--- config.mk ---
export PLATFORM = sky130hd
export DESIGN_NAME = prefix_hash
export DESIGN_NICKNAME = d
export VERILOG_FILES = /design/src/fib_pkg.sv /design/src/prefix_hash.sv
export SDC_FILE = /design/constraint.sdc
export NUM_CORES = 1
export LEC_CHECK = 0
export BUFFER_PORTS_ARGS = -buffer_cell sky130_fd_sc_hd__buf_4
export CAP_MARGIN = 20
export CORE_MARGIN = 5
export CORE_UTILIZATION = 39
export DETAILED_ROUTE_END_ITERATION = 16
export PLACE_DENSITY = 0.82
export SETUP_SLACK_MARGIN = 0.2
export SLEW_MARGIN = 25
export SYNTH_ARGS = -nofsm -noshare
export SYNTH_HDL_FRONTEND = slang
export SYNTH_SLANG_ARGS = --single-unit
--- constraint.sdc ---
create_clock -name vclk -period 2.5
set_input_delay 0.5 -clock vclk [all_inputs]
set_output_delay 0.5 -clock vclk [all_outputs]
set_load 0.005 [all_outputs]
--- src/fib_pkg.sv ---
// Package with FIB table geometry, entry field widths, APB map, control fields and lookup states
package fib_pkg;

    // Name prefix and route fields
    localparam int PREFIX_W = 64;
    localparam int LEN_W    = 6;
    localparam int FACE_W   = 4;

    // Direct-mapped table geometry
    localparam int IDX_W       = 8;
    localparam int TABLE_DEPTH = 256;
    // Valid, length, masked prefix, face
    localparam int ENTRY_W     = 1 + LEN_W + PREFIX_W + FACE_W;
    // Entry count reaches TABLE_DEPTH, so one extra bit
    localparam int COUNT_W     = IDX_W + 1;

    // APB bus widths
    localparam int APB_AW = 8;
    localparam int APB_DW = 32;

    // Register offsets
    localparam logic [APB_AW-1:0] ADDR_PREFIX_LO = 8'h00;
    localparam logic [APB_AW-1:0] ADDR_PREFIX_HI = 8'h04;
    localparam logic [APB_AW-1:0] ADDR_CTRL      = 8'h08;
    localparam logic [APB_AW-1:0] ADDR_STATUS    = 8'h0C;

    // CTRL register layout
    localparam int              OP_W          = 2;
    localparam logic [OP_W-1:0] OP_INSERT     = 2'd1;
    localparam logic [OP_W-1:0] OP_DELETE     = 2'd2;
    localparam int              CTRL_LEN_LSB  = 0;
    localparam int              CTRL_FACE_LSB = 8;
    localparam int              CTRL_OP_LSB   = 16;

    // STATUS register layout, count sits in the low bits
    localparam int STATUS_BUSY_BIT = 16;

    // Lookup FSM encoding
    localparam logic [1:0] LK_IDLE    = 2'd0;
    localparam logic [1:0] LK_REQUEST = 2'd1;
    localparam logic [1:0] LK_COMPARE = 2'd2;
    localparam logic [1:0] LK_RESPOND = 2'd3;

endpackage

--- src/prefix_hash.sv ---
// Prefix masking to a given length and XOR folding into a table index
module prefix_hash
    import fib_pkg::*;
(
    input  logic [PREFIX_W-1:0] prefix,
    input  logic [LEN_W-1:0]    len,
    output logic [PREFIX_W-1:0] masked,
    output logic [IDX_W-1:0]    idx
);

    logic [PREFIX_W-1:0] mask;
    logic [IDX_W-1:0]    fold;

    always_comb begin
        // Keep the top len bits only, length 0 gives an all-zero mask
        mask   = ~({PREFIX_W{1'b1}} >> len);
        masked = prefix & mask;

        // XOR of all bytes of the masked prefix
        fold = '0;
        for (int b = 0; b < PREFIX_W / IDX_W; b++) begin
            fold = fold ^ masked[b*IDX_W +: IDX_W];
        end

        // Mix the length into the low bits
        // so that nested prefixes land in different slots
        idx = fold ^ {{(IDX_W - LEN_W){1'b0}}, len};
    end

endmodule

[Yosys cells after proc, flatten, opt, wreduce, memory -nomap -nowiden]
Index checks and enable logic that the tools add are counted.
Storage, ports and cells
  bits in registers: 0
  latch bits: 0
  memory bits (writable): 0
  memory bits (read-only): 0
  memories: 0
Cells by class
  add/sub/neg operators: 0
  multipliers: 0
  divide/modulo/power cells: 0
  magnitude comparators: 0
  equal/unequal tests: 0
  shift-type cells: 1
  multiplexer cells: 0
  bitwise logic cells: 10
  reduce and logical (&&, ||, !) cells: 0
Operators by type and width (number)
  AND 64 bit: 1
  inverter 64 bit: 1
  >> shifter 64 x 6 -> 64 bit, first input constant: 1
  XOR 8 bit: 7
  XOR 8 x 6 -> 8 bit: 1

[Longest topological paths before layout]
  word-level depth: 11
  gate-level depth with buffers: 9

[Worst setup path after synthesis]
Ideal clock, no wire load.
  kind: input -> output
  from: input port len[1]
  to: output port idx[7]
  data arrival time: 2156 ps
  required time: 2000 ps
  slack: -156 ps
  cell stages on the path: 7
  buffers on the path: 1
  path through: buf_6 > or4_4 > and3_4 > a221oi_2 > xor3_1 > xnor2_1 > xnor2_1
On the way
  cells in the longest elaborated chain, start to end: 11
RTL lines
  start, declared: RTL line prefix_hash.sv:6  | input logic [LEN_W-1:0] len,
  >> shifter 64 x 6 -> 64 bit: RTL line prefix_hash.sv:16  | mask = ~({PREFIX_W{1'b1}} >> len);
  inverter 64 bit: RTL line prefix_hash.sv:16
  AND 64 bit: RTL line prefix_hash.sv:17  | masked = prefix & mask;
  net masked[15]: RTL line prefix_hash.sv:7  | output logic [PREFIX_W-1:0] masked,
  XOR 8 bit (7 in a row): RTL line prefix_hash.sv:22  | fold = fold ^ masked[b*IDX_W +: IDX_W];
  XOR 8 x 6 -> 8 bit: RTL line prefix_hash.sv:27  | idx = fold ^ {{(IDX_W - LEN_W){1'b0}}, len};
  end, declared: RTL line prefix_hash.sv:8  | output logic [IDX_W-1:0] idx
The timed path passes the listed nets, and every way through them passes these cells.

[Final worst setup path]
  from: input port len[3]
  to: output port idx[7]
On the way
  cells in the longest elaborated chain, start to end: 11
RTL lines (RTL line)
  >> shifter 64 x 6 -> 64 bit (*): prefix_hash.sv:16
  inverter 64 bit (*): prefix_hash.sv:16
  AND 64 bit (*): prefix_hash.sv:17
  XOR 8 bit (6 in a row): prefix_hash.sv:22
  XOR 8 bit (*): prefix_hash.sv:22
  XOR 8 x 6 -> 8 bit (*): prefix_hash.sv:27
Every way passes the cells marked *; elsewhere a longest branch is shown, timed or not.

==> qor.csv <==
metric,value,unit
drt wl/cell,18.1,µm
Max VDD drop,0.000181,V
Vias/cell,5.81,
CP required,2.00,ns
critical path type,primary input to primary output,
Std-Cell Rows,25,
Vias,3317,
largest family of logic cells by synthesized area,compound AO/OA/AOI/OAI gates,
GRT Util Overall,28.4,%
xor/xnor share of the synthesized area,17.4,%
leakage,1.97,nW
failing checks,setup timing,
Compound-Gate Fraction of Synth Area,39.4,%
Post-Syn Area,1930,µm²
syn_nets,379,
Pwr Density,220,nW/µm²
worst min-delay path class,primary input to primary output,
Final period util,112,%
final hold violations,0,
worst setup margin,-0.309,ns
Peak Freq,356,MHz
post-synth top area cell,xnor2_1,
Util after Layout,86.9,%
number of I/O port buffers,140,
adder-cell share of the synthesized area,0.519,%
Die Ht,80.3,µm
I/O pin cnt,142,
drt pass-1 iters,6,
total wire length,10300,µm
number of diodes,0,
Area contributors post-synth,"xnor2_1 11%, nand2_1 6.8%, a21oi_1 6.5%, o21a_1 5.5%, nor2_1 5.3%",
number of nets with antenna violations after routing,0,
Avg Inst Size Synth,6.24,µm²
Hold Slack,1.30,ns
share of layout cells above drive strength 1,57.7,%
crit start category,primary input,
initial antenna violation count,0,
final setup vio count,8,
Yosys top cell area share,11.4,%
Pins Over Slew Limit,0,
DR DRC count,0,
Synth cell types,52,
CP Capture Type,primary output,
hold path cells,3,
met1 usage,29.9,%
Final Instance Area,4130,µm²
Yosys warning count,0,
"Arr. time, crit path",2.31,ns
gr busiest metal,met2,
min cycle time layout,2.81,ns
chip width,80.3,µm
Max Fanout on Critical Path,5,
total congestion overflow,0,
DP Wirelength,6790,µm
post-synthesis simple-gate area fraction,32.0,%
Layout Nets,576,
mux cell area share after synthesis,2.60,%
die area,6450,µm²
GPL Wtd Cong,0.889,
register area share after synthesis,0,%
outcome,"finished, violations left",
cells after synthesis,309,
first-pass GRT wire length,15200,µm
Placed Area,3420,µm²
layout clock buffer count,0,
number of global-route vias before repair,3402,
final total power,0.909,mW
largest net degree at the start of global routing,22,
Reg area,0,µm²
FFs & Latches,0,
met3 GRT Util,4.71,%
Core ar.,4750,µm²
Initial Util,40.5,%
Iteration-0 DRC Markers,260,
Commonest cells post-synth,"35 x nand2_1, 27 x nor2_1, 25 x a21oi_1, 25 x xnor2_1, 19 x o21ai_0",
most numerous cell in the Yosys netlist,nand2_1,
Max-cap violations,0,
GR Layer Usage met2,55.9,%
RSZ-0062 raised after global routing,yes,
Area Overhead vs Synth,114,%
[layer usage]
metal	share of wire, %	vias up	wire length (µm)
met5	0	-	0
met4	3.5	0	356
met3	6.3	38	653
met2	54	198	5520
met1	37	1569	3780
li1	-	1512	-
[cell usage in the layout, fill, tap and decap left out, types with 3 or more instances in the layout]
cell type | netlist | final
inv_1 | 5 | 5
buf_12 | 0 | 7
a21oi_1 | 25 | 20
nor2b_1 | 9 | 5
o21ai_2 | 0 | 5
nor2_1 | 27 | 24
nor2b_2 | 0 | 4
a32oi_1 | 6 | 3
nand3_1 | 5 | 5
xnor2_2 | 0 | 8
and2_4 | 0 | 3
a31oi_1 | 8 | 8
xor2_1 | 8 | 7
nand3b_1 | 7 | 7
mux2i_1 | 5 | 5
a221oi_2 | 1 | 3
a21boi_0 | 9 | 5
buf_6 | 1 | 8
and3_1 | 10 | 8
buf_4 | 1 | 203
and2_1 | 8 | 6
and3_4 | 1 | 3
a32oi_2 | 0 | 3
o21a_1 | 14 | 13
xnor2_1 | 25 | 17
nor3b_1 | 5 | 3
nor3_1 | 3 | 3
o21ai_1 | 0 | 4
o21ai_0 | 19 | 10
o22ai_1 | 5 | 4
nand2_1 | 35 | 31
a21oi_4 | 0 | 3
[kinds of logic (layout without fill, tap and decap cells)]
logic type | count (synthesis) | in the layout
AO/OA/AOI/OAI | 112 | 112
XOR/XNOR | 35 | 35
adder cells (fa/ha/maj) | 1 | 1
buffers and inverters | 34 | 229
multiplexers | 5 | 5
other | 1 | 1
AND/OR/NAND/NOR | 121 | 121
[worst max-delay path, cell delays in order]
cell	delay (ns)
buf_8	0.09
or4_4	0.55
and3_4	0.18
a221oi_2	0.24
xor3_1	0.30
xnor2_2	0.16
xnor2_1	0.15
buf_4	0.13
[what timing repair did]
action | 4_1_cts | 5_1_grt
buffers inserted | 17 | 2
gates resized for setup | 64 | 47
gates cloned | 3 | 0
endpoints found under the hold margin | 0 | 0
pin swaps | 43 | 42
endpoints found under the setup margin | 12 | 26
hold buffers | 0 | 0
[final cells by class]
| cell class | count | area, µm² |
|---|---|---|
| Inverter | 6 | 22.5 |
| Tap cell | 67 | 83.8 |
| Multi-Input combinational cell | 275 | 2150 |
| Fill cell | 272 | 623 |
| Timing Repair Buffer | 223 | 1870 |
[through the flow]
step | setup TNS [ns] | worst slack [ns] | instances
2_1_floorplan | -0.0914 | -0.0914 | 309
3_3_place_gp | -1.55 | -0.308 | 549
3_5_place_dp | -1.99 | -0.333 | 549
4_1_cts | -1.64 | -0.312 | 569
5_1_grt | -2.27 | -0.408 | 571
6_report | -1.67 | -0.309 | 571
[where the power goes]
group / total [mW] / switching (mW) / internal, mW / leakage (nW)
sequential: 0 / 0 / 0 / 0
combinational: 0.909 / 0.397 / 0.512 / 1.97
clock: 0 / 0 / 0 / 0
total: 0.909 / 0.397 / 0.512 / 1.97
[path summary, 6_finish.rpt]
| kind | startpoint | to | slack [ns] |
|---|---|---|---|
| hold / removal | prefix[61] | masked[61] | 1.30 |
| setup / recovery | len[3] | idx[7] | -0.31 |
(Power assumes the default switching activity.)
