--- config.mk ---
export PLATFORM = sky130hd
export DESIGN_NAME = fib_config
export DESIGN_NICKNAME = d
export VERILOG_FILES = /design/src/fib_pkg.sv /design/src/fib_config.sv
export SDC_FILE = /design/constraint.sdc
export NUM_CORES = 1
export LEC_CHECK = 0
export BUFFER_PORTS_ARGS = -buffer_cell sky130_fd_sc_hd__buf_2
export CAP_MARGIN = 40
export CORE_MARGIN = 2
export CORE_UTILIZATION = 47
export DETAILED_ROUTE_END_ITERATION = 10
export GPL_ROUTABILITY_DRIVEN = 0
export PLACE_DENSITY_LB_ADDON = 0.2
export SYNTH_ARGS = -nofsm -noshare
export SYNTH_HDL_FRONTEND = slang
export SYNTH_SLANG_ARGS = --single-unit
--- constraint.sdc ---
create_clock -name clk -period 1.9 [get_ports clk]
set_clock_uncertainty 0.15 [all_clocks]
set_input_delay 0.19 -clock clk [delete_from_list [all_inputs] [get_ports clk]]
set_output_delay 0.19 -clock clk [all_outputs]
set_load 0.01 [all_outputs]
--- src/fib_pkg.sv ---
// Package with FIB table geometry, entry field widths, APB map, control fields and lookup states
package fib_pkg;

    // Name prefix and route fields
    localparam int PREFIX_W = 64;
    localparam int LEN_W    = 6;
    localparam int FACE_W   = 4;

    // Direct-mapped table geometry
    localparam int IDX_W       = 8;
    localparam int TABLE_DEPTH = 256;
    // Valid, length, masked prefix, face
    localparam int ENTRY_W     = 1 + LEN_W + PREFIX_W + FACE_W;
    // Entry count reaches TABLE_DEPTH, so one extra bit
    localparam int COUNT_W     = IDX_W + 1;

    // APB bus widths
    localparam int APB_AW = 8;
    localparam int APB_DW = 32;

    // Register offsets
    localparam logic [APB_AW-1:0] ADDR_PREFIX_LO = 8'h00;
    localparam logic [APB_AW-1:0] ADDR_PREFIX_HI = 8'h04;
    localparam logic [APB_AW-1:0] ADDR_CTRL      = 8'h08;
    localparam logic [APB_AW-1:0] ADDR_STATUS    = 8'h0C;

    // CTRL register layout
    localparam int              OP_W          = 2;
    localparam logic [OP_W-1:0] OP_INSERT     = 2'd1;
    localparam logic [OP_W-1:0] OP_DELETE     = 2'd2;
    localparam int              CTRL_LEN_LSB  = 0;
    localparam int              CTRL_FACE_LSB = 8;
    localparam int              CTRL_OP_LSB   = 16;

    // STATUS register layout, count sits in the low bits
    localparam int STATUS_BUSY_BIT = 16;

    // Lookup FSM encoding
    localparam logic [1:0] LK_IDLE    = 2'd0;
    localparam logic [1:0] LK_REQUEST = 2'd1;
    localparam logic [1:0] LK_COMPARE = 2'd2;
    localparam logic [1:0] LK_RESPOND = 2'd3;

endpackage

--- src/fib_config.sv ---
// APB slave with prefix, control and status registers issuing route insert and delete
module fib_config
    import fib_pkg::*;
(
    input  logic                clk,
    input  logic                rst,
    // APB
    input  logic                psel,
    input  logic                penable,
    input  logic                pwrite,
    input  logic [APB_AW-1:0]   paddr,
    input  logic [APB_DW-1:0]   pwdata,
    output logic [APB_DW-1:0]   prdata,
    output logic                pready,
    // Table request
    output logic                cfg_req,
    output logic                cfg_we,
    output logic                cfg_valid,
    output logic [PREFIX_W-1:0] cfg_prefix,
    output logic [LEN_W-1:0]    cfg_len,
    output logic [FACE_W-1:0]   cfg_face,
    input  logic                cfg_gnt,
    input  logic [COUNT_W-1:0]  entry_count
);

    logic [APB_DW-1:0] prefix_lo;
    logic [APB_DW-1:0] prefix_hi;
    logic [LEN_W-1:0]  len_q;
    logic [FACE_W-1:0] face_q;
    logic              valid_q;
    // Request pending, and granted but not yet completed on the bus
    logic              req_q;
    logic              done_q;
    logic              access;
    logic              ctrl_wr;
    logic [OP_W-1:0]   op;
    logic              op_ok;

    assign access  = psel & penable;
    assign ctrl_wr = access & pwrite & (paddr == ADDR_CTRL);
    assign op      = pwdata[CTRL_OP_LSB +: OP_W];
    assign op_ok   = (op == OP_INSERT) || (op == OP_DELETE);

    // Unknown ops complete at once, real ones wait for the grant
    assign pready = access & (~ctrl_wr | ~op_ok | done_q);

    always_ff @(posedge clk) begin
        if (rst) begin
            prefix_lo <= '0;
            prefix_hi <= '0;
            len_q     <= '0;
            face_q    <= '0;
            valid_q   <= 1'b0;
            req_q     <= 1'b0;
            done_q    <= 1'b0;
        end else begin
            if (access && pwrite && paddr == ADDR_PREFIX_LO) begin
                prefix_lo <= pwdata;
            end
            if (access && pwrite && paddr == ADDR_PREFIX_HI) begin
                prefix_hi <= pwdata;
            end
            // Capture fields once per CTRL transfer
            if (ctrl_wr && op_ok && !req_q && !done_q) begin
                req_q   <= 1'b1;
                len_q   <= pwdata[CTRL_LEN_LSB +: LEN_W];
                face_q  <= pwdata[CTRL_FACE_LSB +: FACE_W];
                valid_q <= (op == OP_INSERT);
            end else if (req_q && cfg_gnt) begin
                req_q  <= 1'b0;
                done_q <= 1'b1;
            end else if (done_q && access) begin
                done_q <= 1'b0;
            end
        end
    end

    // Read mux
    always_comb begin
        prdata = '0;
        if (psel && !pwrite) begin
            case (paddr)
                ADDR_PREFIX_LO: prdata = prefix_lo;
                ADDR_PREFIX_HI: prdata = prefix_hi;
                ADDR_CTRL: begin
                    prdata[CTRL_LEN_LSB +: LEN_W]   = len_q;
                    prdata[CTRL_FACE_LSB +: FACE_W] = face_q;
                end
                ADDR_STATUS: begin
                    prdata[COUNT_W-1:0]     = entry_count;
                    prdata[STATUS_BUSY_BIT] = req_q;
                end
                default: prdata = '0;
            endcase
        end
    end

    // Configuration only ever writes the table
    assign cfg_req    = req_q;
    assign cfg_we     = 1'b1;
    assign cfg_valid  = valid_q;
    assign cfg_prefix = {prefix_hi, prefix_lo};
    assign cfg_len    = len_q;
    assign cfg_face   = face_q;

endmodule

# Word level (Yosys, flattened, before mapping)
# Index checks and enable logic that the tools add are counted.
# totals
register_bits	77
in_bits	55
wordCells	50
output_inout_bits	110
# op_classes
eq_ne	5
reduce_logical	17
bitwise	9
muxes	12
# ops
cell	n
$mux 32	1
$pmux 15 s2	1
$pmux 6 s4	1
$eq 8x4->1 const B	2
$logic_and 1x1->1	9
$pmux 3 s3	1
$eq 8x3->1 const B	1
$logic_not 8->1	1
$pmux 4 s2	1
$pmux 2 s3	1
$and 1x1->1	4
$mux 1	4
$pmux 1 s4	1
$reduce_bool 2->1	2
$logic_not 1->1	3
$not 1->1	3
$pmux 1 s3	1
$eq 2x1->1 const B	1
$eq 2x2->1 const B	1
$or 1x1->1	2
$reduce_and 2->1	1
$logic_or 1x1->1	1

# Longest topological paths before layout
# Gate-level depths: netlist (run 1).
# depth
word_depth	8
depth_mapped	8
ltp_nobuf	6

# Worst setup path after synthesis (run 1)
# No wires, ideal clock.
# synth_timing
kind	input to output
startpoint	in paddr[1]
endpoint	out prdata[21]
stages	6
path_buffers	2
t_arrival_ns	1.599
t_required_ns	1.560
path_slack_ns	-0.039
cell_sequence	nor4_4 nand2_2 or4b_1 buf_2 buf_2 nor2_1
# synth_via
elab_chain_cells	3
word_cells_on_any_way	4
cone_classes	eq/ne (1); mux (2); reduce/logical (1)
# synth_rtl
element	line_no	rtl
start, declared	fib_config.sv:11	input logic [APB_AW-1:0] paddr,
$eq 8x3->1 or $logic_not 8->1 (tied branches)	fib_config.sv:82	case (paddr)
$pmux 15 s2 (*)	fib_config.sv:82	
$mux 32 (*)	fib_config.sv:81	if (psel && !pwrite) begin
end, declared	fib_config.sv:13	output logic [APB_DW-1:0] prdata,
# Every way passes the cells marked *; elsewhere a longest branch is shown, timed or not.

# Worst setup path after layout (run 1)
# layout_timing
startpoint	in paddr[4]
endpoint	out prdata[21]
# Same word-level chain as after synthesis.

==> flow_summary.json, run 1 <==
{
  "outcome": "complete, but fails checks",
  "violations": "setup timing",
  "slowest_stage": "or4b_4",
  "cp_slowest_stage_delay_ns": 0.50,
  "cts_tree": "yes",
  "async_flop_share": 0,
  "start_kind": "input pin",
  "wl_per_cell_um": 15.5,
  "finalPower_mw": 3.39,
  "crit_path_end_kind": "primary output",
  "synthMuxAreaShare": 0.141,
  "use_met3": 0.0399,
  "final.min_clock_period_ns": 2.00,
  "drtIter0Drc": 127,
  "pwr_density_cell_nw_per_um2": 652,
  "fin_area_um2": 5190,
  "coreArea_um2": 7650,
  "cp_num_buf_inv": 3,
  "fp.dieW_um": 92.5,
  "synth_seq_cells": 77,
  "ys_warn_count": 0,
  "post_route_cells_drive_above_1_share": 0.378,
  "maxCapViolCount": 0,
  "hold_violations": 0,
  "cp_cell_sequence": "buf_6, nor4_4, nand2_2, or4b_4, buf_12, nor2_2, buf_2",
  "path_clk_slew_ns": 0.08,
  "grt_pass1_wl_um": 17300,
  "maxSlewViolCount": 0,
  "hold-path-cell-count": 3,
  "worst_slack_ns": -0.103,
  "grtUsageMet2": 0.437,
  "busiest_layer": "met2",
  "cp_top_family": "simple AND/OR/NAND/NOR gates",
  "worstSetupPathType": "input pin to primary output",
  "yosysSeqAreaShare": 0.419,
  "fin_crit_sh": 1.05,
  "numCtsBuffers": 9,
  "dr.pass1.iters": 4,
  "root_buffer": "clkbuf_8",
  "cts_max_level": 3,
  "vias_per_cell": 5.21,
  "synth_top_family_by_area": "simple AND/OR/NAND/NOR gates",
  "synthFlopType": "dfxtp_1",
  "clock_latency_ns": 0.33,
  "fmax_ghz": 0.499,
  "dpl_cell_area_um2": 4700,
  "dp_hpwl_um": 7120,
  "min_path_type": "input pin to register",
  "syn_area_per_cell_um2": 9.20,
  "grt_use_total": 0.251,
  "io-pin-count": 165,
  "layout.nets": 641,
  "syn_inst": 400,
  "ys_types": 30,
  "drc_errors": 0,
  "synthAdderAreaFrac": 0.00340,
  "routed-via-count": 3608,
  "rsz0062_at_grt": "true",
  "antenna_left": 0,
  "layout_commonest_cell": "buf_2",
  "layout.cells.most_common_list": "buf_2, dfxtp_1, nand3b_1, o21ai_1, nand2b_1",
  "drt-total-wl_um": 10700,
  "syn-cell-area_um2": 3680,
  "synth_compound_gate_area_share": 0.0996,
  "grtUsageMet1": 0.317,
  "fin_hold_ws_ns": 0.0165,
  "die_y_um": 92.5,
  "antenna_found_initial": 0,
  "start_util": 0.481,
  "leakage_nw": 2.39,
  "synthSimpleGateAreaFrac": 0.291,
  "worst-path-max-fanout": 19,
  "overflow": 0,
  "clock_path_buffers": 2,
  "grt_pass1_vias": 3541,
  "clock_sinks": 77,
  "finalSetupViolations": 19,
  "io_buffers": 163,
  "synth_xor_xnor_area_share": 0,
  "syn_nets": 456,
  "crit_cells": 7,
  "ir_drop_mv": 0.407,
  "synth_edf_count": 0,
  "rr_worst_depth": 4,
  "grt_max_degree": 111,
  "arrival_ns": 1.66,
  "diodes": 0,
  "critical_path_required_ns": 1.56,
  "area_delta_synth_final_pct": 41.1,
  "dieArea_um2": 8560,
  "rows": 32
}
==> path summary, 6_finish.rpt <==
check	start	endpoint	slack, ns
worst max register to register	done_q	cfg_len[2]	0.31
worst min register to register	cfg_valid	cfg_valid	0.33
worst max-delay path	paddr[4]	prdata[21]	-0.10
worst min-delay path	pwdata[2]	prefix_hi[2]	0.02
==> worst reg2reg max path, stage by stage (launching register included) <==
cell and delay (ns):
dfxtp_1 0.32, nor2_1 0.14, nand2_1 0.07, or4_4 0.63, mux2i_1 0.18
==> routing by layer <==
metal | vias up | share of wire
met5 | - | 0
met4 | 0 | 0.019
met3 | 15 | 0.057
met2 | 132 | 0.49
met1 | 1694 | 0.43
li1 | 1767 | -
==> through the flow <==
stage,cells,setup slack [ns],setup TNS (ns),util
finish,692,-0.103,-1.19,0.679
global route,692,-0.137,-2.22,0.679
CTS,692,-0.0725,-1.19,0.679
detailed placement,652,-0.172,-11.90,0.614
global placement,652,-0.180,-11.84,0.614
floorplan,400,-0.0209,-0.209,-
==> flip-flops by register name, indices dropped and copies added, names as in the netlist <==
register   cells
cfg_face       4
cfg_len        6
cfg_req        1
cfg_valid      1
done_q         1
prefix_hi     32
prefix_lo     32
==> repair_timing <==
action | 4_1_cts | 5_1_grt
endpoints found under the hold margin | 41 | 0
pin swaps | 1 | 0
setup buffers | 1 | 0
resized for setup | 3 | 1
hold buffers | 23 | 0
cloned | 0 | 0
setup endpoints to repair | 19 | 19
==> area by class of cell <==
type	count	area, um^2
inverters	2	7.51
multi-input cells	285	2000
repair buffers	210	1280
fillers	648	2450
well taps	102	128
clock inverters	4	95.1
clock buffers	12	145
flip-flops and latches	77	1540
==> cells by family (layout without fill, tap and decap cells) <==
group           count (synthesis)  after routing
compound gates                 72             72
other cells                     1              1
flops                          77             77
mux                            43             43
buf+inv                        38            228
simple gates                  168            168
fa+ha+maj                       1              1
==> where the power goes <==
part / internal (mW) / leakage [nW] / switching (mW)
sequential: 1.61 / 0.620 / 0.000416
clock: 0.909 / 0.121 / 0.580
combinational: 0.161 / 1.65 / 0.125
==> synthesized netlist by cell type, types with 3 or more instances <==
cell	number	share of area
a21oi_1	4	0.0054
a31oi_1	3	0.0051
buf_2	6	0.0082
clkbuf_1	26	0.027
dfxtp_1	77	0.42
mux2i_1	36	0.098
mux4_2	7	0.043
nand2b_1	45	0.076
nand3b_1	64	0.13
nor2_1	36	0.037
nor2b_1	8	0.014
o21ai_1	64	0.087
Power figures use the tool's default switching activity.
==> inputs of run 2 (changes only) <==
--- a/config.mk
+++ b/config.mk
@@ -7,8 +7,10 @@
 export LEC_CHECK = 0
 export BUFFER_PORTS_ARGS = -buffer_cell sky130_fd_sc_hd__buf_2
 export CAP_MARGIN = 40
+export CELL_PAD_IN_SITES_DETAIL_PLACEMENT = 1
+export CELL_PAD_IN_SITES_GLOBAL_PLACEMENT = 2
 export CORE_MARGIN = 2
-export CORE_UTILIZATION = 47
+export CORE_UTILIZATION = 27
 export DETAILED_ROUTE_END_ITERATION = 10
 export GPL_ROUTABILITY_DRIVEN = 0
 export PLACE_DENSITY_LB_ADDON = 0.2
==> flow_summary.json, run 2 (same netlist as run 1, synthesis figures left out) <==
{
  "numCtsBuffers": 9,
  "worstSetupPathType": "input pin to primary output",
  "die_y_um": 121,
  "arrival_ns": 1.68,
  "cts_max_level": 3,
  "ir_drop_mv": 0.311,
  "antenna_found_initial": 0,
  "fin_hold_ws_ns": 0.0150,
  "wl_per_cell_um": 16.8,
  "hold_violations": 0,
  "post_route_cells_drive_above_1_share": 0.378,
  "worst_slack_ns": -0.122,
  "diodes": 0,
  "timing.rr.start": "done_q",
  "layout.cells.most_common_list": "buf_2, dfxtp_1, nand3b_1, o21ai_1, nand2b_1",
  "clock_sinks": 77,
  "min_path_type": "input pin to register",
  "coreArea_um2": 13300,
  "dp_slack_ns": -0.212,
  "clock_latency_ns": 0.33,
  "final-instance-count-excl-fill": 763,
  "maxCapViolCount": 0,
  "io-pin-count": 165,
  "grt_pass1_vias": 3727,
  "leakage_nw": 2.40,
  "cts_tree": "yes",
  "min_from": "pwdata[17]",
  "placed_cells": 725,
  "layout.nets": 639,
  "rsz0062_at_grt": "true",
  "drtIter0Drc": 186,
  "dp_hpwl_um": 8940,
  "start_kind": "input pin",
  "drt-total-wl_um": 12800,
  "grt_use_total": 0.177,
  "grt_max_degree": 111,
  "finalPower_mw": 3.52,
  "final.min_clock_period_ns": 2.02,
  "overflow": 0,
  "start_util": 0.277,
  "dr.pass1.iters": 4,
  "fp.dieW_um": 121,
  "pwr_density_cell_nw_per_um2": 664,
  "fmax_ghz": 0.495,
  "rows": 42,
  "dieArea_um2": 14600,
  "routed-via-count": 3676,
  "root_buffer": "clkbuf_16",
  "maxSlewViolCount": 0,
  "critical_path_required_ns": 1.56,
  "area_delta_synth_final_pct": 43.8,
  "vias_per_cell": 4.82,
  "drc_errors": 0,
  "violations": "setup timing",
  "finalSetupTns_ns": -1.74,
  "outcome": "complete, but fails checks",
  "fin_crit_sh": 1.06,
  "layout_commonest_cell": "buf_2",
  "finalSetupViolations": 19,
  "grt_pass1_wl_um": 20100,
  "worst-path-max-fanout": 19,
  "crit_path_end_kind": "primary output",
  "clock_path_buffers": 2,
  "cp-startpoint": "paddr[0]",
  "antenna_left": 0,
  "io_buffers": 163,
  "path_clk_slew_ns": 0.05
}
-- run 2: layout make-up --
| type | instances | area [um^2] |
|---|---|---|
| fillers | 1617 | 8000 |
| multi-input cells | 285 | 2000 |
| flip-flops and latches | 77 | 1540 |
| repair buffers | 208 | 1240 |
| clock buffers | 14 | 274 |
| well taps | 176 | 220 |
| inverters | 2 | 7.51 |
| clock inverters | 1 | 5.00 |
-- run 2: what timing repair did --
| action | 4_1_cts | 5_1_grt |
|---|---|---|
| endpoints found under the hold margin | 36 | 0 |
| setup buffers | 1 | 1 |
| resized for setup | 3 | 1 |
| hold buffers | 21 | 0 |
| cloned | 0 | 0 |
| pin swaps | 1 | 1 |
| setup endpoints to repair | 19 | 19 |
-- run 2: worst paths after layout --
check                  end  slack (ns)  cells after the start
min          prefix_hi[17]        0.02                      3
max             prdata[19]       -0.12                      7
min reg2reg      cfg_valid        0.33                      2
max reg2reg     cfg_len[0]        0.28                      4
-- run 2: per-stage QoR --
| stage | utilization | cell area [um^2] |
|---|---|---|
| 5_1_grt | 0.398 | 5290 |
| 2_1_floorplan | - | 3710 |
| 3_3_place_gp | 0.359 | 4770 |
| 6_report | 0.398 | 5290 |
| 3_5_place_dp | 0.359 | 4770 |
| 4_1_cts | 0.397 | 5280 |
-- run 2: layer usage --
layer	vias up	track usage	share of wire
li1	1767	-	-
met2	117	0.286	0.47
met1	1774	0.225	0.45
met5	-	0	0
met4	0	0.0756	0.019
met3	18	0.0406	0.056
-- run 2: critical path, stage by stage --
cell     delay, ns
buf_6         0.10
nor4_4        0.34
nand2_2       0.10
or4b_4        0.51
buf_12        0.18
nor2_1        0.12
buf_2         0.14
-- run 2: report_power, final --
part	internal [mW]	leakage, nW	switching, mW
clock	0.983	0.139	0.629
sequential	1.62	0.620	0.000436
combinational	0.159	1.64	0.130
total	2.76	2.40	0.759
