`src/fib_pkg.sv`:
```
// Package with FIB table geometry, entry field widths, APB map, control fields and lookup states
package fib_pkg;

    // Name prefix and route fields
    localparam int PREFIX_W = 64;
    localparam int LEN_W    = 6;
    localparam int FACE_W   = 4;

    // Direct-mapped table geometry
    localparam int IDX_W       = 8;
    localparam int TABLE_DEPTH = 256;
    // Valid, length, masked prefix, face
    localparam int ENTRY_W     = 1 + LEN_W + PREFIX_W + FACE_W;
    // Entry count reaches TABLE_DEPTH, so one extra bit
    localparam int COUNT_W     = IDX_W + 1;

    // APB bus widths
    localparam int APB_AW = 8;
    localparam int APB_DW = 32;

    // Register offsets
    localparam logic [APB_AW-1:0] ADDR_PREFIX_LO = 8'h00;
    localparam logic [APB_AW-1:0] ADDR_PREFIX_HI = 8'h04;
    localparam logic [APB_AW-1:0] ADDR_CTRL      = 8'h08;
    localparam logic [APB_AW-1:0] ADDR_STATUS    = 8'h0C;

    // CTRL register layout
    localparam int              OP_W          = 2;
    localparam logic [OP_W-1:0] OP_INSERT     = 2'd1;
    localparam logic [OP_W-1:0] OP_DELETE     = 2'd2;
    localparam int              CTRL_LEN_LSB  = 0;
    localparam int              CTRL_FACE_LSB = 8;
    localparam int              CTRL_OP_LSB   = 16;

    // STATUS register layout, count sits in the low bits
    localparam int STATUS_BUSY_BIT = 16;

    // Lookup FSM encoding
    localparam logic [1:0] LK_IDLE    = 2'd0;
    localparam logic [1:0] LK_REQUEST = 2'd1;
    localparam logic [1:0] LK_COMPARE = 2'd2;
    localparam logic [1:0] LK_RESPOND = 2'd3;

endpackage

```
`src/fib_arbiter.sv`:
```
// Fixed-priority table arbiter with hash and table port steering
module fib_arbiter
    import fib_pkg::*;
(
    input  logic                clk,
    input  logic                rst,
    // Configuration peer
    input  logic                cfg_req,
    input  logic                cfg_we,
    input  logic                cfg_valid,
    input  logic [PREFIX_W-1:0] cfg_prefix,
    input  logic [LEN_W-1:0]    cfg_len,
    input  logic [FACE_W-1:0]   cfg_face,
    output logic                cfg_gnt,
    // Lookup peer
    input  logic                lk_req,
    input  logic [PREFIX_W-1:0] lk_prefix,
    input  logic [LEN_W-1:0]    lk_len,
    output logic                lk_gnt,
    // Shared hash and table port
    output logic [PREFIX_W-1:0] hash_prefix,
    output logic [LEN_W-1:0]    hash_len,
    output logic                tbl_en,
    output logic                tbl_we,
    output logic                tbl_wr_valid,
    output logic [FACE_W-1:0]   tbl_wr_face
);

    // High in the cycle after any grant
    logic block;

    // Configuration first, lookup only when config is quiet
    assign cfg_gnt = cfg_req & ~block;
    assign lk_gnt  = lk_req & ~cfg_req & ~block;

    always_ff @(posedge clk) begin
        if (rst) begin
            block <= 1'b0;
        end else begin
            block <= cfg_gnt | lk_gnt;
        end
    end

    // Lookup fields by default
    // so the hash still shows them during its compare cycle
    assign hash_prefix = cfg_gnt ? cfg_prefix : lk_prefix;
    assign hash_len    = cfg_gnt ? cfg_len : lk_len;

    assign tbl_en       = cfg_gnt | lk_gnt;
    assign tbl_we       = cfg_gnt & cfg_we;
    assign tbl_wr_valid = cfg_valid;
    assign tbl_wr_face  = cfg_face;

endmodule

```
`config.mk`:
```
export PLATFORM = sky130hd
export DESIGN_NAME = fib_arbiter
export DESIGN_NICKNAME = d
export VERILOG_FILES = /design/src/fib_pkg.sv /design/src/fib_arbiter.sv
export SDC_FILE = /design/constraint.sdc
export NUM_CORES = 1
export LEC_CHECK = 0
export BUFFER_PORTS_ARGS = -buffer_cell sky130_fd_sc_hd__buf_2
export CORE_AREA = 2 2 88 90
export CTS_CLUSTER_DIAMETER = 40
export DETAILED_ROUTE_END_ITERATION = 8
export DIE_AREA = 0 0 90 92
export SETUP_SLACK_MARGIN = 0.3
export SYNTH_ARGS = -nofsm -noshare
export SYNTH_HDL_FRONTEND = slang
export SYNTH_SLANG_ARGS = --single-unit
```
`constraint.sdc`:
```
create_clock -name clk -period 1.5 [get_ports clk]
set_input_delay 0.075 -clock clk [delete_from_list [all_inputs] [get_ports clk]]
set_output_delay 0.075 -clock clk [all_outputs]
set_load 0.005 [all_outputs]
```
After elaboration in Yosys (flattened, before gate mapping)

Index checks and enable logic that the tools add are counted.

Register bits after elaboration: 1
Output and inout port bits: 79

Multiplexer cells: 2
Bitwise operators: 7

Operators by type and width:

| operator      | number |
|---|---|
| $mux W64      | 1 |
| $mux W6       | 1 |
| $and A1 B1 Y1 | 4 |
| $not A1 Y1    | 2 |
| $or A1 B1 Y1  | 1 |

Logic depth before layout (Yosys ltp)

Gate-level depths: netlist of run 1.

Depth after elaboration: 4
Mapped depth: 5
Gate-level depth less buffers: 3

Worst setup path before layout of run 1

No wires, ideal clock.

Path type: reg-to-output
Start: reg block
End: out hash_len[5]
Data arrival time: 1.061 ns
Required time: 1.425 ns
Path slack: 0.364 ns
Stages on the path, launching flop included: 5
Cell sequence: dfxtp_1 -> nand2b_4 -> buf_12 -> buf_12 -> mux2_4

Word-level cells in the longest chain between the ends: 3

RTL lines:

| element                | line              | source |
|---|---|---|
| start, declared        | fib_arbiter.sv:30 | `logic block;` |
| start signal, assigned | fib_arbiter.sv:40 | `block <= cfg_gnt \| lk_gnt;` |
| $not A1 Y1             | fib_arbiter.sv:33 | `assign cfg_gnt = cfg_req & ~block;` |
| $and A1 B1 Y1          | fib_arbiter.sv:33 |  |
| $mux W6                | fib_arbiter.sv:47 | `assign hash_len = cfg_gnt ? cfg_len : lk_len;` |
| end, declared          | fib_arbiter.sv:22 | `output logic [LEN_W-1:0] hash_len,` |

Every way passes these cells.

Worst setup path after layout of run 1

Start: reg block
End: out hash_prefix[49]

Word-level cells in the longest chain between the ends: 3

RTL lines:

| element       | line              | source |
|---|---|---|
| $not A1 Y1    | fib_arbiter.sv:33 |  |
| $and A1 B1 Y1 | fib_arbiter.sv:33 |  |
| $mux W64      | fib_arbiter.sv:46 | `assign hash_prefix = cfg_gnt ? cfg_prefix : lk_prefix;` |
| end, declared | fib_arbiter.sv:21 | `output logic [PREFIX_W-1:0] hash_prefix,` |

Every way passes these cells.

==> Implementation_results.wiki, run 1 <==
{| class="wikitable"
! Metric !! Value
|-
| Synthesized instance count || 91
|-
| Power share of the sequential group || under 10%
|-
| Largest register by flop count || block
|-
| Wire length of the first global-routing pass || between 7000 and 8000 um
|-
| Distinct cell type count of the synthesized netlist || 11
|-
| Unrepaired setup endpoints after global routing || true
|-
| Switching power || ~0.00034 W
|-
| Worst-path clk slew || 0 ns
|-
| Peak supply drop || roughly 0.17 mV
|-
| Syn nets || approximately 240
|-
| Post-synthesis register bit count || 1
|-
| Data required time at the worst endpoint || between 1 and 1.5 ns
|-
| Cell area after synthesis || 1310 um^2
|-
| FF-to-FF setup slack || 0.83 ns
|-
| Die ar. || about 8300 um^2
|-
| Global-route usage over all layers || a little over a tenth
|-
| Routed wire per std cell || 13.9 um
|-
| Share of synthesized area spent on multiplexers || between 80% and 90%
|-
| Type of destination of the critical path || primary output
|-
| Main combinational cell family by area after synthesis || multiplexers
|-
| Number of search-and-repair iterations in the first detailed-routing pass || 2
|-
| Worst R2R End || block
|-
| HPWL reported at the end of detailed placement || approximately 4200 um
|-
| Cell area after placement || ~2400 um^2
|-
| Die extent in x || approximately 90 um
|-
| Setup CP Type || reg2out
|-
| Routed wire length || about 5800 um
|-
| Clock tree skew after final layout || 0 ns
|-
| Tightest hold margin || ~0.15 ns
|-
| Combinational fraction of design power || 97.3%
|-
| Status || complete, no violations
|-
| Clock network power share || 0%
|-
| Shortest clock period the worst path allows after layout || approximately 1.3 ns
|-
| Sequential cell area fraction in the yosys report || 1.53%
|-
| Power per Cell Area || 378 nW/um^2
|-
| First element of the critical path || block
|-
| Highest attainable clock frequency || just under 800 MHz
|-
| Number of max-slew violations in the final report || 0
|-
| Layout-stage area growth over the synthesis result || 128%
|-
| R2r worst-path depth || 2
|-
| Leakage dissipation || approximately 1.8 nW
|-
| Total inserted antenna cells || 0
|-
| Critical path endpoint || hash_prefix[49]
|-
| Area occupied by registers || 21.3 um^2
|-
| Antenna violations before repair || 0
|-
| Post-CTS Hold Fix Bufs || 0
|-
| Worst slew slack as a fraction of its limit || between 80 and 90%
|-
| Filler cells || 736
|-
| Vias in the first global route || ~1.6k
|-
| Pre-CTS setup slack || around 0.14 ns
|-
| Yosys Warn Count || 0
|-
| Final setup violating endpoints || 0
|-
| Design Area, Final || ~3000 um^2
|-
| Vias/cell || 3.93
|-
| Nets || between 400 and 500
|-
| Hold Fails Final Rpt || 0
|-
| Number of placed I/O pins || about 230
|-
| Fraction of the mapped netlist area in compound gates || 0%
|-
| Highest-count cells in the layout ignoring fill and taps || sky130_fd_sc_hd__buf_2 (174), sky130_fd_sc_hd__mux2_4 (69), sky130_fd_sc_hd__buf_6 (46)
|-
| GPL Wtd Cong || between 0.7 and 0.8
|-
| Fraction of synthesized cell area in xor and xnor cells || 0%
|-
| Maximum fanout count along the critical path || 8
|-
| Post-synthesis area per instance || roughly 14 um^2
|-
| Total of max-cap violations || 0
|-
| Footprint of the multi-input gates || ~1100 um^2
|-
| Worst slew pin tran || roughly 0.22 ns
|-
| Commonest non-fill, non-tap cell in the layout || sky130_fd_sc_hd__buf_2
|-
| Post-layout worst setup margin || roughly 0.22 ns
|-
| Origin of the critical flop-to-flop path || block
|-
| DRT iter0 DRCs || 12
|-
| Y dimension of the die || between 90 and 100 um
|-
| Antenna Nets Post-Route || 0
|-
| Setup total negative slack || 0 ns
|-
| Number of flip-flops in the largest register || 1
|-
| Layout cells sized above 1 || 98.7%
|-
| Core region area || approximately 7400 um^2
|-
| Setup crit start kind || register
|-
| Registers with the most flip-flops || block: 1 flops
|-
| Area fraction in and, or, nand and nor cells after synthesis || a little over 3%
|-
| P_int || between 0.0007 and 0.0008 W
|-
| Site row count || 32
|-
| Number of input and output port buffers inserted || between 200 and 250
|-
| Global route overflow || 0
|-
| Latest clock arrival within the worst-skew pair || 0 ns
|-
| Drt drc || 0
|-
| Effective utilization at floorplan || around 18%
|-
| Maximum number of pins on one net before global-route repair || 20
|-
| Final critical-path share of the clock period || ~86%
|-
| Sw Share || between 20% and 30%
|-
| Data arrival time at the worst-slack endpoint || 1.21 ns
|-
| Total via count in the routed design || between 1.5k and 2k
|-
| Path class of the lowest-slack min-delay path || in2out
|-
| Adder-cell share of the synthesized area || 0%
|}
-- cells by family (layout without fill, tap and decap cells) --
family,Yosys count,in the layout
multiplexers,70,70
buffers and inverters,14,236
flip-flops,1,1
AND/OR/NAND/NOR,6,6
-- area by class of cell --
| cell class | instances | share of cell area, % |
|---|---|---|
| repair buffers | 235 | 58.3 |
| inverters | 1 | 0.293 |
| multi-input cells | 76 | 36.5 |
| well taps | 102 | 4.27 |
| flip-flops and latches | 1 | 0.712 |
-- Yosys cell counts --
master	instances	area share, %
sky130_fd_sc_hd__buf_4	5	2.9
sky130_fd_sc_hd__nor2_1	2	0.57
sky130_fd_sc_hd__and2_1	1	0.48
sky130_fd_sc_hd__dfxtp_1	1	1.5
sky130_fd_sc_hd__nor3_1	1	0.38
sky130_fd_sc_hd__inv_2	1	0.29
sky130_fd_sc_hd__buf_12	8	12
sky130_fd_sc_hd__mux2_2	1	0.86
sky130_fd_sc_hd__nor3b_1	1	0.57
sky130_fd_sc_hd__mux2_4	69	79
sky130_fd_sc_hd__nand2b_4	1	1.1
-- metrics by stage --
step | power [W] | instances | util, %
final | 0.00113 | 415 | 40.1
after global routing | 0.00119 | 415 | 40.1
after CTS | 0.000938 | 410 | 34.8
after detailed placement | 0.000825 | 400 | 31.8
after global placement | 0.000812 | 400 | 31.8
after floorplan | 0.000511 | 91 | -
-- worst min-delay path by stage --
stage	cells after the start	endpoint	from	slack, ns
finish	0	tbl_wr_valid	cfg_valid	0.15
global route	0	tbl_wr_valid	cfg_valid	0.15
CTS	0	tbl_wr_face[1]	cfg_face[1]	0.15
detailed placement	0	tbl_wr_face[1]	cfg_face[1]	0.15
global placement	0	tbl_wr_face[1]	cfg_face[1]	0.15
floorplan	1	block	rst	0.15
-- layer usage --
metal / vias up / global-route usage (%) / routed length, um
met5: - / 0 / 0
met4: 0 / 1.15 / 50
met3: 6 / 2.05 / 558
met2: 118 / 20.1 / 2930
met1: 727 / 12.4 / 2230
li1: 780 / - / -
-- repair_timing --
action,CTS,global route
setup buffers,6,0
pin swaps,0,1
resized for setup,11,46
endpoints found under the setup margin,70,71
cloned,4,5
-- power groups by stage --
stage / sequential, W / combinational [W] / clock, W
floorplan: 0.0000309 / 0.000481 / 0
finish: 0.0000307 / 0.00110 / 0
global placement: 0.0000310 / 0.000781 / 0
CTS: 0.0000306 / 0.000908 / 0
detailed placement: 0.0000312 / 0.000794 / 0
global route: 0.0000309 / 0.00116 / 0
-- worst max-delay path, stage by stage, from the launching register on --
cell and delay [ns]:
sky130_fd_sc_hd__dfxtp_2 0.30, sky130_fd_sc_hd__nand2b_4 0.17, sky130_fd_sc_hd__buf_8 0.15, sky130_fd_sc_hd__clkbuf_16 0.17, sky130_fd_sc_hd__mux2_4 0.31, sky130_fd_sc_hd__buf_6 0.12
(Power assumes the default switching activity.)
==> inputs of run 2 (changes only) <==
--- a/config.mk
+++ b/config.mk
@@ -10,6 +10,7 @@
 export CTS_CLUSTER_DIAMETER = 40
 export DETAILED_ROUTE_END_ITERATION = 8
 export DIE_AREA = 0 0 90 92
+export RECOVER_POWER = 50
 export SETUP_SLACK_MARGIN = 0.3
 export SYNTH_ARGS = -nofsm -noshare
 export SYNTH_HDL_FRONTEND = slang
==> run 2 against run 1 <==
Net effect: die area stayed put; via count stayed put; wire length is 0.45% higher; setup slack worse by 0.064 ns; critical path type unchanged; sequential power hardly changed; total power is 7.2% lower; sequential share of layout area hardly changed; fmax is 4.7% lower; sequential cell count stayed put.
==> Implementation_results.wiki, run 2 (synthesis results as in run 1) <==
{| class="wikitable"
! Metric !! Value
|-
| Die ar. || ~8300 um^2
|-
| Shortest clock period the worst path allows after layout || 1.35 ns
|-
| HPWL reported at the end of detailed placement || between 4000 and 5000 um
|-
| Layout cells sized above 1 || around 95%
|-
| Routed wire per std cell || around 14 um
|-
| Antenna Nets Post-Route || 0
|-
| Latest clock arrival within the worst-skew pair || 0 ns
|-
| Worst slew pin tran || roughly 0.24 ns
|-
| Post-layout worst setup margin || roughly 0.15 ns
|-
| Clock network power share || 0%
|-
| Power per Cell Area || 370 nW/um^2
|-
| Type of destination of the critical path || primary output
|-
| Power share of the sequential group || roughly 2.9%
|-
| Maximum number of pins on one net before global-route repair || 20
|-
| Routed metal-1 wirelength || 2260 um
|-
| Setup CP Type || reg2out
|-
| Number of placed I/O pins || between 200 and 250
|-
| Antenna violations before repair || 0
|-
| Global route overflow || 0
|-
| Combinational fraction of design power || 97.1%
|-
| Peak supply drop || about 0.16 mV
|-
| Amount of wire on met2 after detailed routing || 2920 um
|-
| Drt drc || 0
|-
| Worst-path clk slew || 0 ns
|-
| Post-Layout Cell Count || ~420
|-
| Hold Fails Final Rpt || 0
|-
| Total inserted antenna cells || 0
|-
| Total of max-cap violations || 0
|-
| Layout-stage area growth over the synthesis result || 117%
|-
| Clock tree skew after final layout || 0 ns
|-
| Core region area || between 7000 and 8000 um^2
|-
| Wire length of the first global-routing pass || between 7000 and 8000 um
|-
| Number of search-and-repair iterations in the first detailed-routing pass || 4
|-
| Highest-count cells in the layout ignoring fill and taps || sky130_fd_sc_hd__buf_2 (172), sky130_fd_sc_hd__mux2_4 (58), sky130_fd_sc_hd__buf_6 (46)
|-
| Sw Share || 31.1%
|-
| Setup total negative slack || 0 ns
|-
| Number of max-slew violations in the final report || 0
|-
| Worst slew slack as a fraction of its limit || 84.2%
|-
| Data arrival time at the worst-slack endpoint || around 1.3 ns
|-
| Registers with the most flip-flops || block: 1 flops
|-
| Highest metal used || met4
|-
| Effective utilization at floorplan || around 18%
|-
| Number of flip-flops in the largest register || 1
|-
| Data required time at the worst endpoint || around 1.4 ns
|-
| Vias in the first global route || roughly 1.6k
|-
| Global-route usage over all layers || between 10% and 20%
|-
| P_int || about 0.00072 W
|-
| Switching power || roughly 0.00033 W
|-
| Total via count in the routed design || 1631
|-
| Routed wire length || about 5800 um
|-
| Leakage dissipation || 1.66 nW
|-
| DRT iter0 DRCs || 8
|-
| Status || complete, no violations
|-
| Path class of the lowest-slack min-delay path || in2out
|-
| Y dimension of the die || 92 um
|-
| Nets || between 400 and 500
|-
| Commonest non-fill, non-tap cell in the layout || sky130_fd_sc_hd__buf_2
|-
| Highest attainable clock frequency || between 700 and 800 MHz
|-
| Site row count || 32
|-
| Number of input and output port buffers inserted || ~220
|-
| Number of placed instances with taps included || 400
|-
| Maximum fanout count along the critical path || 8
|-
| Final setup violating endpoints || 0
|-
| Detailed route wirelength on metal3 || roughly 560 um
|-
| Vias/cell || between 3 and 4
|-
| Largest register by flop count || block
|-
| Pre-CTS setup slack || 0.143 ns
|-
| Final critical-path share of the clock period || approximately nine tenths
|-
| GPL Wtd Cong || approximately 0.73
|-
| Die extent in x || roughly 90 um
|-
| Setup crit start kind || register
|-
| Unrepaired setup endpoints after global routing || true
|}
-- run 2: worst max-delay path, cell delays in order, from the launching register on --
cell and delay, ns:
sky130_fd_sc_hd__dfxtp_2 0.30, sky130_fd_sc_hd__nand2b_4 0.16, sky130_fd_sc_hd__buf_6 0.12, sky130_fd_sc_hd__clkbuf_4 0.24
sky130_fd_sc_hd__mux2_4 0.33, sky130_fd_sc_hd__buf_6 0.11
-- run 2: layout make-up --
class | count | area [um^2]
timing repair buffer | 235 | 1630
fill | 764 | 4610
multi-input combinational | 76 | 1050
inverter | 1 | 8.76
sequential | 1 | 21.3
tap | 102 | 128
-- run 2: per-layer routing --
layer,track usage (%),vias to the layer above
li1,-,779
met1,12.4,728
met2,20.1,118
met3,2.05,6
met4,1.15,0
met5,0,-
-- run 2: power by group through the flow --
stage / Sequential (W) / Clock (W) / Combinational, W
final: 0.0000306 / 0 / 0.00102
after detailed placement: 0.0000312 / 0 / 0.000794
after CTS: 0.0000306 / 0 / 0.000908
after floorplan: 0.0000309 / 0 / 0.000481
after global placement: 0.0000310 / 0 / 0.000781
after global routing: 0.0000308 / 0 / 0.00108
-- run 2: final timing paths --
check | from | endpoint | slack, ns | depth (start not counted)
min reg2reg | block | block | 0.54 | 2
max | block | hash_prefix[13] | 0.15 | 5
max reg2reg | block | block | 0.85 | 2
min | cfg_valid | tbl_wr_valid | 0.15 | 0
-- run 2: what timing repair did --
item / in CTS / in global routing
setup endpoints to repair: 70 / 71
setup buffers: 6 / 0
gates cloned: 4 / 5
gates resized for setup: 11 / 46
hold buffers: 0 / 0
pin swaps: 0 / 1
-- run 2: through the flow --
stage / util [%] / area (um^2) / hold WS [ns] / power, W
5_1_grt: 38.1 / 2840 / 0.150 / 0.00111
4_1_cts: 34.8 / 2590 / 0.150 / 0.000938
3_3_place_gp: 31.8 / 2370 / 0.150 / 0.000812
2_1_floorplan: - / 1310 / 0.152 / 0.000511
3_5_place_dp: 31.8 / 2370 / 0.150 / 0.000825
6_report: 38.1 / 2840 / 0.150 / 0.00105
==> inputs of run 3 (changes only) <==
--- a/config.mk
+++ b/config.mk
@@ -10,6 +10,7 @@
 export CTS_CLUSTER_DIAMETER = 40
 export DETAILED_ROUTE_END_ITERATION = 8
 export DIE_AREA = 0 0 90 92
+export MAX_ROUTING_LAYER = met4
 export RECOVER_POWER = 50
 export SETUP_SLACK_MARGIN = 0.3
 export SYNTH_ARGS = -nofsm -noshare
==> run 3 against run 2 <==
Net effect: critical endpoint unchanged; critical path depth stayed put; wire length is 0.10% lower; register-to-register slack hardly changed; sequential share of layout area hardly changed; worst hold slack stayed put; die area stayed put; first-iteration DRC count is 25% higher; via count hardly changed; total power is 0.49% lower; sequential power hardly changed.
==> Implementation_results.wiki, run 3 (synthesis results as in run 1) <==
{| class="wikitable"
! Metric !! Value
|-
| Setup crit start kind || register
|-
| Layout cells sized above 1 || approximately 94%
|-
| Number of max-slew violations in the final report || 0
|-
| Number of placed I/O pins || 229
|-
| Hold Fails Final Rpt || 0
|-
| Ordered list of cells on the worst path || nand2b_4, buf_6, clkbuf_4, mux2_4, buf_6
|-
| Switching power || 0.000325 W
|-
| Post-CTS Hold Fix Bufs || 0
|-
| Power per Cell Area || about 370 nW/um^2
|-
| Maximum number of pins on one net before global-route repair || 20
|-
| FF-to-FF setup slack || around 0.85 ns
|-
| Latest clock arrival within the worst-skew pair || 0 ns
|-
| Shortest clock period the worst path allows after layout || 1.35 ns
|-
| Number of search-and-repair iterations in the first detailed-routing pass || 3
|-
| P_int || just over 0.0007 W
|-
| Unrepaired setup endpoints after global routing || true
|-
| HPWL reported at the end of detailed placement || approximately 4200 um
|-
| Setup CP Type || reg2out
|-
| Crit-path slowest cell || sky130_fd_sc_hd__mux2_4
|-
| Global-route usage over all layers || between 10 and 15%
|-
| Total inserted antenna cells || 0
|-
| Number of input and output port buffers inserted || ~220
|-
| Final setup violating endpoints || 0
|-
| Global route overflow || 0
|-
| Worst-path clk slew || 0 ns
|-
| Wire length of the first global-routing pass || ~7200 um
|-
| Die ar. || about 8300 um^2
|-
| Drt drc || 0
|-
| Path class of the lowest-slack min-delay path || in2out
|-
| Type of destination of the critical path || primary output
|-
| Commonest non-fill, non-tap cell in the layout || sky130_fd_sc_hd__buf_2
|-
| Y dimension of the die || 92 um
|-
| Clock tree skew after final layout || 0 ns
|-
| Sw Share || 31.1%
|-
| Vias/cell || just under 4
|-
| Critical Path Max Stage Delay || ~0.33 ns
|-
| Maximum fanout count along the critical path || 8
|-
| Worst slew pin tran || approximately 0.24 ns
|-
| Most Frequent Cell on Critical Path || sky130_fd_sc_hd__buf_6
|-
| Antenna violations before repair || 0
|-
| Tightest hold margin || between 0.15 and 0.2 ns
|-
| Routed wire length || a little under 6000 um
|-
| Site row count || 32
|-
| Die extent in x || roughly 90 um
|-
| Data required time at the worst endpoint || around 1.4 ns
|-
| Total of max-cap violations || 0
|-
| Nets || ~470
|-
| Leakage dissipation || between 1.5 and 2 nW
|-
| Worst slew slack as a fraction of its limit || 84.2%
|-
| Core region area || 7450 um^2
|-
| Combinational fraction of design power || 97.1%
|-
| Setup total negative slack || 0 ns
|-
| Final critical-path share of the clock period || between 80% and 90%
|-
| Antenna Nets Post-Route || 0
|-
| Registers with the most flip-flops || block: 1 flops
|-
| Filler cells || 763
|-
| Status || complete, no violations
|-
| Vias in the first global route || between 1.5k and 2k
|-
| Number of flip-flops in the largest register || 1
|-
| Largest register by flop count || block
|-
| DRT iter0 DRCs || 10
|-
| Peak supply drop || 0.165 mV
|-
| Power share of the sequential group || 2.9%
|-
| Highest-count cells in the layout ignoring fill and taps || sky130_fd_sc_hd__buf_2 (172), sky130_fd_sc_hd__mux2_4 (56), sky130_fd_sc_hd__buf_6 (46)
|-
| Highest attainable clock frequency || around 740 MHz
|-
| Effective utilization at floorplan || 17.6%
|-
| Data arrival time at the worst-slack endpoint || 1.27 ns
|-
| Total via count in the routed design || roughly 1.6k
|-
| Routed wire per std cell || roughly 14 um
|-
| GPL Wtd Cong || 0.741
|-
| Clock network power share || 0%
|-
| Layout-stage area growth over the synthesis result || 116%
|}
-- run 3: cell counts in the layout (fill, tap and decap cells not counted) --
Identical to the previous run, type by type.
-- run 3: power groups by stage --
| stage | Combinational [W] | Clock [W] | Sequential, W |
|---|---|---|---|
| floorplan | 0.000481 | 0 | 0.0000309 |
| global placement | 0.000781 | 0 | 0.0000310 |
| detailed placement | 0.000794 | 0 | 0.0000312 |
| CTS | 0.000908 | 0 | 0.0000306 |
| finish | 0.00101 | 0 | 0.0000306 |
| global route | 0.00107 | 0 | 0.0000308 |
-- run 3: layer usage --
metal  up-vias  routed length, um  global-route usage, %
met5         -                  0                      -
met4         0                 50                   1.15
met3         6                538                   1.73
met2       118               2910                   20.1
met1       727               2280                   12.6
li1        779                  -                      -
-- run 3: final timing paths --
| check | start | depth (start not counted) | to |
|---|---|---|---|
| min reg2reg | block | 2 | block |
| max reg2reg | block | 2 | block |
| min | cfg_valid | 0 | tbl_wr_valid |
| max | block | 5 | hash_prefix[13] |
-- run 3: critical path, delay by kind of cell (launching register included) --
family	cells	cell delay (ns)
buffers and inverters	3	0.47
and+or+nand+nor	1	0.16
muxes	1	0.33
DFF	1	0.30
-- run 3: repair_timing --
| action | in CTS | in global routing |
|---|---|---|
| setup endpoints to repair | 70 | 71 |
| cloned | 4 | 5 |
| setup buffers | 6 | 0 |
| gates resized for setup | 11 | 46 |
| pin swaps | 0 | 1 |
-- run 3: cell type report --
class / count / area (um^2) / area share [%]
inverters: 1 / 8.76 / 0.310
flip-flops and latches: 1 / 21.3 / 0.752
well taps: 102 / 128 / 4.51
multi-input cells: 76 / 1040 / 36.8
repair buffers: 235 / 1630 / 57.6
-- run 3: per-stage QoR --
| step | total power, W | instances | utilization, % | instance area (um^2) | setup slack (ns) |
|---|---|---|---|---|---|
| after floorplan | 0.000511 | 91 | - | 1310 | 0.364 |
| after global placement | 0.000812 | 400 | 31.8 | 2370 | 0.162 |
| after detailed placement | 0.000825 | 400 | 31.8 | 2370 | 0.143 |
| after CTS | 0.000938 | 410 | 34.8 | 2590 | 0.210 |
| after global routing | 0.00110 | 415 | 38.0 | 2830 | 0.110 |
| final | 0.00104 | 415 | 38.0 | 2830 | 0.152 |
